<file path="config.mk">
export PLATFORM = sky130hd
export DESIGN_NAME = fetch_unit_top
export DESIGN_NICKNAME = d
export VERILOG_FILES = /design/src/hdl/fetch_pkg.sv /design/src/hdl/fetch_control.sv /design/src/hdl/pc_generator.sv /design/src/hdl/axi_read_port.sv /design/src/hdl/inst_predecoder.sv /design/src/hdl/fetch_unit_top.sv
export VERILOG_INCLUDE_DIRS = /design/src /design/src/hdl
export SDC_FILE = /design/constraint.sdc
export NUM_CORES = 1
export LEC_CHECK = 0
export BUFFER_PORTS_ARGS = -buffer_cell sky130_fd_sc_hd__buf_2
export CAP_MARGIN = 20
export CORE_ASPECT_RATIO = 0.6
export CORE_MARGIN = 4
export CORE_UTILIZATION = 50
export CTS_BUF_LIST = sky130_fd_sc_hd__clkbuf_4
export DETAILED_ROUTE_END_ITERATION = 8
export GPL_TIMING_DRIVEN = 0
export PLACE_DENSITY = 0.7
export RECOVER_POWER = 50
export SLEW_MARGIN = 10
export SYNTH_ARGS = -nofsm -noshare
export SYNTH_HDL_FRONTEND = slang
export SYNTH_SLANG_ARGS = --single-unit
export TNS_END_PERCENT = 10
</file>
<file path="constraint.sdc">
create_clock -name clock -period 24.9 [get_ports clock]
set_input_delay 4.98 -clock clock [delete_from_list [all_inputs] [get_ports clock]]
set_output_delay 4.98 -clock clock [all_outputs]
set_load 0.01 [all_outputs]
</file>
<file path="src/hdl/fetch_settings.svh">
`ifndef FETCH_SETTINGS_SVH
`define FETCH_SETTINGS_SVH

// ------------------------------------------------------------
// Program counter
// ------------------------------------------------------------

// First fetch address after reset
`define FETCH_RESET_PC 32'h3000_0000

// Sequential step, one 32-bit instruction
`define FETCH_PC_STEP 32'd4

// ------------------------------------------------------------
// Decode and bus response
// ------------------------------------------------------------

`define FETCH_OPCODE_JAL 7'b110_1111

// Any other rresp code parks the stage in fault
`define FETCH_RESP_OKAY 2'b00

`endif

</file>
<file path="src/hdl/fetch_pkg.sv">
`default_nettype none

package fetch_pkg;

    // ------------------------------------------------------------
    // J-type instruction layout
    // ------------------------------------------------------------

    // Immediate bits are scattered, see inst_predecoder for reassembly
    typedef struct packed {
        logic       imm_20;
        logic [9:0] imm_10_1;
        logic       imm_11;
        logic [7:0] imm_19_12;
        logic [4:0] rd;
        logic [6:0] opcode;
    } jtype_fields_t;

    // ------------------------------------------------------------
    // Fetched instruction word
    // ------------------------------------------------------------

    // Same 32 bits, seen either raw or as J-type fields
    typedef union packed {
        logic [31:0]   raw;
        jtype_fields_t jtype;
    } inst_word_u;

endpackage

`default_nettype wire

</file>
<file path="src/hdl/fetch_control.sv">
`default_nettype none

module fetch_control (
    input  wire                     clock,
    input  wire                     reset,
    input  wire                     read_done,
    input  wire  [31:0]             read_data,
    input  wire                     read_error,
    input  wire                     inst_ready,
    input  wire  [31:0]             pc,
    input  wire                     redirect_pending,
    output logic                    read_start,
    output logic                    advance,
    output logic                    recover,
    output logic                    inst_valid,
    output fetch_pkg::inst_word_u   inst,
    output logic [31:0]             inst_pc,
    output logic                    fault,
    output logic [31:0]             fault_pc
);

    // State encodings
    localparam logic [2:0] st_start   = 3'd0;
    localparam logic [2:0] st_request = 3'd1;
    localparam logic [2:0] st_wait    = 3'd2;
    localparam logic [2:0] st_present = 3'd3;
    localparam logic [2:0] st_fault   = 3'd4;

    logic [2:0] state;
    logic [2:0] state_next;

    // Read in flight, set by the start and cleared by the response
    logic       outstanding;

    // ------------------------------------------------------------
    // Decoded controls
    // ------------------------------------------------------------

    // Start and request both issue a read at the current pc
    assign read_start = (state == st_start) || (state == st_request);
    assign inst_valid = (state == st_present);
    assign fault      = (state == st_fault);
    assign advance    = (state == st_present) && inst_ready;
    assign recover    = (state == st_fault) && redirect_pending;

    always_comb begin
        state_next = state;
        case (state)
            st_start,
            st_request: begin
                state_next = st_wait;
            end
            st_wait: begin
                if (read_done) begin
                    state_next = read_error ? st_fault : st_present;
                end
            end
            st_present: begin
                if (inst_ready) begin
                    state_next = st_request;
                end
            end
            st_fault: begin
                // Parked until a redirect shows up
                if (redirect_pending) begin
                    state_next = st_request;
                end
            end
            default: begin
                state_next = st_start;
            end
        endcase
    end

    always_ff @(posedge clock) begin
        if (reset) begin
            state <= st_start;
        end else begin
            state <= state_next;
        end
    end

    always_ff @(posedge clock) begin
        if (reset) begin
            outstanding <= 1'b0;
        end else if (read_start) begin
            outstanding <= 1'b1;
        end else if (read_done) begin
            outstanding <= 1'b0;
        end
    end

    // ------------------------------------------------------------
    // Instruction and fault capture
    // ------------------------------------------------------------

    // pc is still the fetch address while the read is in flight
    always_ff @(posedge clock) begin
        if (state == st_wait && read_done) begin
            if (read_error) begin
                fault_pc <= pc;
            end else begin
                inst.raw <= read_data;
                inst_pc  <= pc;
            end
        end
    end

    hold_inst_stable: assert property (
        @(posedge clock) disable iff (reset)
        inst_valid && !inst_ready |=> inst_valid && $stable(inst) && $stable(inst_pc)
    );

    // One read at a time, none while waiting on a response
    no_start_in_wait: assert property (
        @(posedge clock) disable iff (reset)
        outstanding |-> !read_start
    );

endmodule

`default_nettype wire

</file>
<file path="src/hdl/pc_generator.sv">
`default_nettype none

`include "fetch_settings.svh"

module pc_generator (
    input  wire         clock,
    input  wire         reset,
    input  wire         advance,
    input  wire         recover,
    input  wire         redirect_valid,
    input  wire  [31:0] redirect_pc,
    input  wire         hold,
    input  wire         jal_take,
    input  wire  [31:0] jal_target,
    output logic [31:0] pc,
    output logic        redirect_pending
);

    logic        redirect_q;
    logic [31:0] redirect_pc_q;
    logic        hold_q;
    logic        take_redirect;
    logic        take_hold;
    logic [31:0] sel_redirect_pc;
    logic [31:0] pc_next;

    // A request arriving this cycle counts as already latched
    assign take_redirect    = redirect_valid || redirect_q;
    assign take_hold        = hold || hold_q;
    assign redirect_pending = take_redirect;

    // Newest redirect wins, low bits forced to a word boundary
    assign sel_redirect_pc = redirect_valid ? {redirect_pc[31:2], 2'b00} : redirect_pc_q;

    // ------------------------------------------------------------
    // Next pc priority
    // ------------------------------------------------------------

    always_comb begin
        pc_next = pc + `FETCH_PC_STEP;
        if (recover) begin
            pc_next = sel_redirect_pc;
        end else if (take_hold) begin
            pc_next = pc;
        end else if (take_redirect) begin
            pc_next = sel_redirect_pc;
        end else if (jal_take) begin
            pc_next = jal_target;
        end
    end

    always_ff @(posedge clock) begin
        if (reset) begin
            pc         <= `FETCH_RESET_PC;
            redirect_q <= 1'b0;
            hold_q     <= 1'b0;
        end else begin
            if (advance || recover) begin
                pc <= pc_next;
            end
            if (recover) begin
                redirect_q <= 1'b0;
                hold_q     <= 1'b0;
            end else if (advance) begin
                // A hold consumes this transfer, the redirect waits for the next one
                hold_q     <= 1'b0;
                redirect_q <= take_hold && take_redirect;
            end else begin
                if (redirect_valid) begin
                    redirect_q <= 1'b1;
                end
                if (hold) begin
                    hold_q <= 1'b1;
                end
            end
        end
    end

    always_ff @(posedge clock) begin
        if (redirect_valid) begin
            redirect_pc_q <= {redirect_pc[31:2], 2'b00};
        end
    end

    pc_word_aligned: assert property (
        @(posedge clock) disable iff (reset)
        pc[1:0] == 2'b00
    );

endmodule

`default_nettype wire

</file>
<file path="src/hdl/axi_read_port.sv">
`default_nettype none

`include "fetch_settings.svh"

module axi_read_port (
    input  wire         clock,
    input  wire         reset,
    input  wire         read_start,
    input  wire  [31:0] read_addr,
    input  wire         arready,
    input  wire         rvalid,
    input  wire  [31:0] rdata,
    input  wire  [1:0]  rresp,
    output logic        arvalid,
    output logic [31:0] araddr,
    output logic        rready,
    output logic        read_done,
    output logic [31:0] read_data,
    output logic        read_error
);

    // ------------------------------------------------------------
    // Address channel and outstanding read
    // ------------------------------------------------------------

    always_ff @(posedge clock) begin
        if (reset) begin
            arvalid <= 1'b0;
            rready  <= 1'b0;
        end else begin
            if (read_start) begin
                arvalid <= 1'b1;
            end else if (arvalid && arready) begin
                arvalid <= 1'b0;
            end

            // rready marks the single read in flight
            if (arvalid && arready) begin
                rready <= 1'b1;
            end else if (rvalid && rready) begin
                rready <= 1'b0;
            end
        end
    end

    always_ff @(posedge clock) begin
        if (read_start) begin
            araddr <= read_addr;
        end
    end

    // Response decode, seen by control in the beat cycle
    assign read_done  = rvalid && rready;
    assign read_data  = rdata;
    assign read_error = (rresp != `FETCH_RESP_OKAY);

    araddr_stable: assert property (
        @(posedge clock) disable iff (reset)
        arvalid && !arready |=> arvalid && $stable(araddr)
    );

    no_stray_rvalid: assert property (
        @(posedge clock) disable iff (reset)
        rvalid |-> rready
    );

endmodule

`default_nettype wire

</file>
<file path="src/hdl/inst_predecoder.sv">
`default_nettype none

`include "fetch_settings.svh"

module inst_predecoder (
    input  wire fetch_pkg::inst_word_u inst,
    input  wire [31:0]                 inst_pc,
    output logic                       jal_take,
    output logic [31:0]                jal_target
);

    fetch_pkg::jtype_fields_t fields;
    logic                     is_jal;
    logic [31:0]              imm;
    logic [31:0]              target;

    assign fields = inst.jtype;

    // ------------------------------------------------------------
    // J-type immediate
    // ------------------------------------------------------------

    // imm[20|10:1|11|19:12], bit 0 always zero
    assign imm = {
        {11{fields.imm_20}},
        fields.imm_20,
        fields.imm_19_12,
        fields.imm_11,
        fields.imm_10_1,
        1'b0
    };

    assign target = inst_pc + imm;
    assign is_jal = (fields.opcode == `FETCH_OPCODE_JAL);

    // No compressed support, so a halfword target is left to the
    // later stages to trap on
    assign jal_take   = is_jal && (target[1:0] == 2'b00);
    assign jal_target = target;

endmodule

`default_nettype wire

</file>
<file path="src/hdl/fetch_unit_top.sv">
`default_nettype none

module fetch_unit_top (
    input  wire                   clock,
    input  wire                   reset,
    input  wire                   redirect_valid,
    input  wire [31:0]            redirect_pc,
    input  wire                   hold,
    input  wire                   inst_ready,
    input  wire                   arready,
    input  wire                   rvalid,
    input  wire [31:0]            rdata,
    input  wire [1:0]             rresp,
    output wire                   inst_valid,
    output fetch_pkg::inst_word_u inst,
    output wire [31:0]            inst_pc,
    output wire                   fault,
    output wire [31:0]            fault_pc,
    output wire                   arvalid,
    output wire [31:0]            araddr,
    output wire                   rready
);

    // ------------------------------------------------------------
    // Internal wiring
    // ------------------------------------------------------------

    logic        read_start;
    logic        read_done;
    logic [31:0] read_data;
    logic        read_error;
    logic        advance;
    logic        recover;
    logic [31:0] pc;
    logic        redirect_pending;
    logic        jal_take;
    logic [31:0] jal_target;

    fetch_control u_fetch_control (
        .clock            (clock),
        .reset            (reset),
        .read_done        (read_done),
        .read_data        (read_data),
        .read_error       (read_error),
        .inst_ready       (inst_ready),
        .pc               (pc),
        .redirect_pending (redirect_pending),
        .read_start       (read_start),
        .advance          (advance),
        .recover          (recover),
        .inst_valid       (inst_valid),
        .inst             (inst),
        .inst_pc          (inst_pc),
        .fault            (fault),
        .fault_pc         (fault_pc)
    );

    pc_generator u_pc_generator (
        .clock            (clock),
        .reset            (reset),
        .advance          (advance),
        .recover          (recover),
        .redirect_valid   (redirect_valid),
        .redirect_pc      (redirect_pc),
        .hold             (hold),
        .jal_take         (jal_take),
        .jal_target       (jal_target),
        .pc               (pc),
        .redirect_pending (redirect_pending)
    );

    // Bus side, fetch address comes straight from the pc register
    axi_read_port u_axi_read_port (
        .clock      (clock),
        .reset      (reset),
        .read_start (read_start),
        .read_addr  (pc),
        .arready    (arready),
        .rvalid     (rvalid),
        .rdata      (rdata),
        .rresp      (rresp),
        .arvalid    (arvalid),
        .araddr     (araddr),
        .rready     (rready),
        .read_done  (read_done),
        .read_data  (read_data),
        .read_error (read_error)
    );

    // Looks at the presented word, used at the transfer
    inst_predecoder u_inst_predecoder (
        .inst       (inst),
        .inst_pc    (inst_pc),
        .jal_take   (jal_take),
        .jal_target (jal_target)
    );

endmodule

`default_nettype wire

</file>
* Yosys cells after proc, flatten, opt, wreduce, memory -nomap -nowiden
Cells that the tools add are included.
** Word-level totals
- Output and inout bits :: 132
- Bits in registers :: 199
- Word-level logic and storage cells :: 63
** Cells by class
- Muxes and demuxes :: 16
- $add $sub $neg :: 2
- Eq/ne operators :: 9
- Bitwise logic cells :: 1
- Reductions and logical operators :: 24
** Operators with widths (count)
- $mux W32 :: 5
- $add A32 B3 Y32 const B :: 1
- $add A32 B32 Y32 :: 1
- $mux W3 :: 4
- $pmux W3 S4 :: 1
- $reduce_bool A2 Y1 :: 4
- $eq A7 B7 Y1 const B :: 1
- $logic_and A1 B1 Y1 :: 7
- $eq A3 B2 Y1 const B :: 2
- $mux W1 :: 6
- $ne A2 B1 Y1 const B :: 3
- $reduce_and A2 Y1 :: 3
- $logic_or A1 B1 Y1 :: 4
- $reduce_or A2 Y1 :: 2
- $eq A3 B1 Y1 const B :: 1
- $eq A3 B3 Y1 const B :: 1
- $logic_not A3 Y1 :: 1
- $reduce_and A3 Y1 :: 1
- $reduce_or A3 Y1 :: 1
- $logic_not A2 Y1 :: 1
- $ne A2 B2 Y1 const B :: 1
- $not A1 Y1 :: 1

* Longest topological paths before layout
- Depth in word-level cells :: 7
- Gate-level depth with buffers :: 11
- Depth with buffers taken out :: 11

* Hierarchy
From an unflattened synthesis, not the netlist that was laid out.
** Second synthesis, totals
- Cell total of the unflattened synthesis :: 886
- Area, all modules :: 9841.9 µm²
** Modules (own cells, without submodules)
- pc_generator :: instances 1, area an instance 3539.6 µm², cells each 412
- fetch_control :: instances 1, area an instance 3101.7 µm², cells each 119
- inst_predecoder :: instances 1, area an instance 1909.3 µm², cells each 281
- axi_read_port :: instances 1, area an instance 1291.2 µm², cells each 74

* Worst setup path before layout
Ideal clock, no wire load.
- Path kind :: input port to flip-flop
- Start :: input rresp[1]
- End :: register u_fetch_control.inst[0] (netlist name) (enable)
- Data arrival time :: 11.259 ns
- Library setup time :: 0.651 ns
- Cell stages on the path :: 1
- Setup slack :: 12.990 ns
- Data required time :: 24.249 ns
- Buffers on the path :: 0
- Cell sequence :: nor4_1
** Between the ends
- Cells in the longest elaborated chain, start to end :: 3
** RTL lines
- start, declared :: RTL line fetch_unit_top.sv:13 : input wire [1:0] rresp,
- $reduce_bool A2 Y1 (no source line)
- $not A1 Y1 (no source line)
- $reduce_and A2 Y1 (no source line)
- end, declared :: RTL line fetch_control.sv:16 : output fetch_pkg::inst_word_u inst,
Every way passes these cells.
A chain may end at the register's enable or synchronous reset.

* Worst setup path in the final report
- Start :: register u_fetch_control.state[1]
- End :: output inst_valid
** Between the ends
- Cells in the longest elaborated chain, start to end :: 1
** RTL lines
- start, declared :: RTL line fetch_control.sv:29 : logic [2:0] state;
- start signal, assigned :: RTL line fetch_control.sv:77 : state <= st_start;
- start signal, assigned :: RTL line fetch_control.sv:79 : state <= state_next;
- $eq A3 B2 Y1 :: RTL line fetch_control.sv:41 : assign inst_valid = (state == st_present);
- end, declared :: RTL line fetch_unit_top.sv:14 : output wire inst_valid,
Every way passes these cells.

==> results.cfg <==
[clocking]
cts.repair.resized = 0
post_cts_buffers = 0
clkLatencyLatePin_ns = 0.63
clk_pin_slew_worst_paths_ns = 0.18
cts_hold_buf = 0
cts_tree = done
clockBufferDepth = 2
cts.sinks = 199
cts_buffers = 17
cts_root_buffer = clkbuf_4
htree_levels = 4

[logic_synthesis]
postSynth.asyncResetShare_pct = 0
synth_edf_count = 128
yosysWarningCount = 0
synthDistinctLibCells = 83
yosysSeqAreaShare_pct = 56.3
synthDominantCellAreaShare_pct = 41.1
ys_seq_elements = 199
post-synth-top-area-cell = edfxtp_1
synthFlopType = edfxtp_1
syn_nets = 911
synth.cell_area_mm2 = 0.00935
syn_area_per_cell_um2 = 11.6
netlist_top_cells_area = edfxtp_1, dfxtp_1, ha_1, mux2_2, a21oi_1
synthCells = 806

[cells_and_area]
instances_no_fill = 1293
seqCellArea_mm2 = 0.00527
fin_nets = 1144
layout-drive-gt1-share_pct = 27.8
fillers = 1548
postLayoutCellArea_mm2 = 0.0110
multiInputGateArea_mm2 = 0.00385
syn2layout_area_growth_pct = 18.0

[timing]
period_share_pct = 27.4
clock_skew_ns = 0.0275
max_freq_mhz = 147
worst_slew_pin_slew_ns = 1.46
min_period_ns = 6.82
hold_viol = 0
rsz0062_at_grt = false
fin_setup_tns_ns = 0
slew_headroom_pct = 2.63
setup_viol = 0
slew_viol_final = 0

[run]
cap_violations = 0

[critical_path]
reg2regPathDepth = 9
path_max_fanout = 7
crit_path_end_kind = primary output
cp-start-kind = register
cp.arrival_ns = 1.84
required_ns = 19.92
critical_path_class = reg2out

[placed_design]
dp_cells = 1260
hpwl_um = 19900
io_buffers = 200
gp_congestion = 0.934
dpl_cell_area_mm2 = 0.0108

[global_routing]
grtUsageMet1_pct = 39.1
grt_max_degree = 22
track_usage_pct = 25.0
grt_first_pass_wirelength_um = 40200
grt-ovfl-total = 0
antenna_found_initial = 2
grtUsageMet3_pct = 8.67
grt-busiest-layer = met1
grtUsageMet2_pct = 32.9
grt_pass1_vias = 7133

[pwr]
totalPowerFinal_mw = 0.585
p_leak_nw = 4.59
peakVddDrop_mv = 0.0411
powerDensity_mw_per_mm2 = 53.0

[die]
start_util_pct = 51.3
fp.dieW_um = 184
die_h_um = 114
row_count = 38
core_mm2 = 0.0182
ioPinCount = 205
die_area_mm2 = 0.0210

[drt]
via_count = 7537
wire_per_inst_um = 20.2
viasPerCell = 5.83
dr.pass1.iters = 5
drtIter0Drc = 740
drtAntennaViolNets = 0
drc_errors = 0
drt_wl_total_um = 26200

[status]
outcome = complete, no violations

[hold_path]
hold_depth = 1
hp-class = reg2reg
metal layers:
metal  wire length (um)  vias to the layer above  share of wire [%]
met5                 27                        -               0.10
met4                359                        4                1.4
met3               3410                       36                 13
met2               9910                      421                 38
met1              12500                     3551                 48
li1                   -                     3525                  -
final timing paths:
check                             startpoint                               to  slack [ns]
max reg2reg         u_fetch_control.state[1]      u_fetch_control.inst_pc[12]       21.71
max                 u_fetch_control.state[1]                       inst_valid       18.08
min reg2reg  u_pc_generator.redirect_pc_q[1]  u_pc_generator.redirect_pc_q[1]        0.49
min          u_pc_generator.redirect_pc_q[1]  u_pc_generator.redirect_pc_q[1]        0.49
synthesized netlist by cell type (16+ instances only):
| cell type | number |
|---|---|
| edfxtp_1 | 128 |
| nand3_1 | 31 |
| o21ai_0 | 43 |
| mux2_2 | 30 |
| a21oi_1 | 54 |
| dfxtp_1 | 71 |
| inv_1 | 16 |
| xnor2_1 | 16 |
| a211oi_1 | 16 |
| nor2_1 | 54 |
| nand2_1 | 58 |
| nor3_1 | 17 |
| xor2_1 | 18 |
| a21o_1 | 17 |
| ha_1 | 31 |
report_power, final:
| part | internal [mW] | switching (mW) | leakage [nW] |
|---|---|---|---|
| Clock | 0.0647 | 0.123 | 0.166 |
| Sequential | 0.359 | 0.00295 | 1.89 |
| Combinational | 0.0135 | 0.0217 | 2.53 |
| Total | 0.437 | 0.147 | 4.59 |
state kept, by name (all words and copies together) (netlist names):
signal,count
u_pc_generator.redirect_q,1
u_fetch_control.inst_pc,32
u_pc_generator.pc,32
u_fetch_control.fault_pc,32
u_fetch_control.state,3
u_axi_read_port.rready,1
u_axi_read_port.araddr,32
u_pc_generator.redirect_pc_q,32
u_pc_generator.hold_q,1
u_axi_read_port.arvalid,1
u_fetch_control.inst,32
layout by cell type (no fill, tap or decap), types with 13 or more instances in the layout:
master,instances
a21o_1,17
nor2_1,54
nor3_1,17
ha_1,31
nand2_1,58
xor2_1,18
dfxtp_1,71
edfxtp_1,128
o211ai_1,13
a21oi_1,54
nand3_1,31
inv_1,16
clkbuf_4,17
xnor2_1,16
clkbuf_1,25
a211oi_1,16
buf_2,209
mux2_1,20
o21ai_0,43
worst max-delay path, stage by stage (launching register included):
cell and delay [ns]:
dfxtp_1 0.34, clkbuf_1 0.33, nor2b_1 0.27, and2_1 0.15, buf_2 0.12
metrics by stage:
step | setup slack (ns) | hold slack, ns | utilization [%]
2_1_floorplan | 12.99 | 0.444 | -
3_3_place_gp | 9.53 | 0.456 | 58.5
3_5_place_dp | 17.89 | 0.460 | 59.2
4_1_cts | 18.14 | 0.483 | 60.9
5_1_grt | 17.94 | 0.516 | 60.5
6_report | 18.08 | 0.486 | 60.6
area by class of cell:
| cell class | count | area share, % |
|---|---|---|
| Multi-Input combinational cell | 556 | 34.9 |
| Clock inverter | 15 | 1.63 |
| Timing Repair Buffer | 214 | 9.79 |
| Tap cell | 240 | 2.72 |
| Sequential cell | 199 | 47.7 |
| Buffer | 34 | 1.43 |
| Inverter | 17 | 0.579 |
| Clock buffer | 17 | 1.16 |
| Antenna cell | 1 | 0.0227 |
logic make-up after synthesis:
family | share of synthesized area (%)
AOI/OAI and AO/OA | 15.7
and+or+nand+nor | 14.0
xor gates and xnor gates | 3.19
buffers and inverters | 2.46
adders and majority gates | 4.36
DFF | 56.3
muxes | 3.94
(Power assumes the default switching activity.)
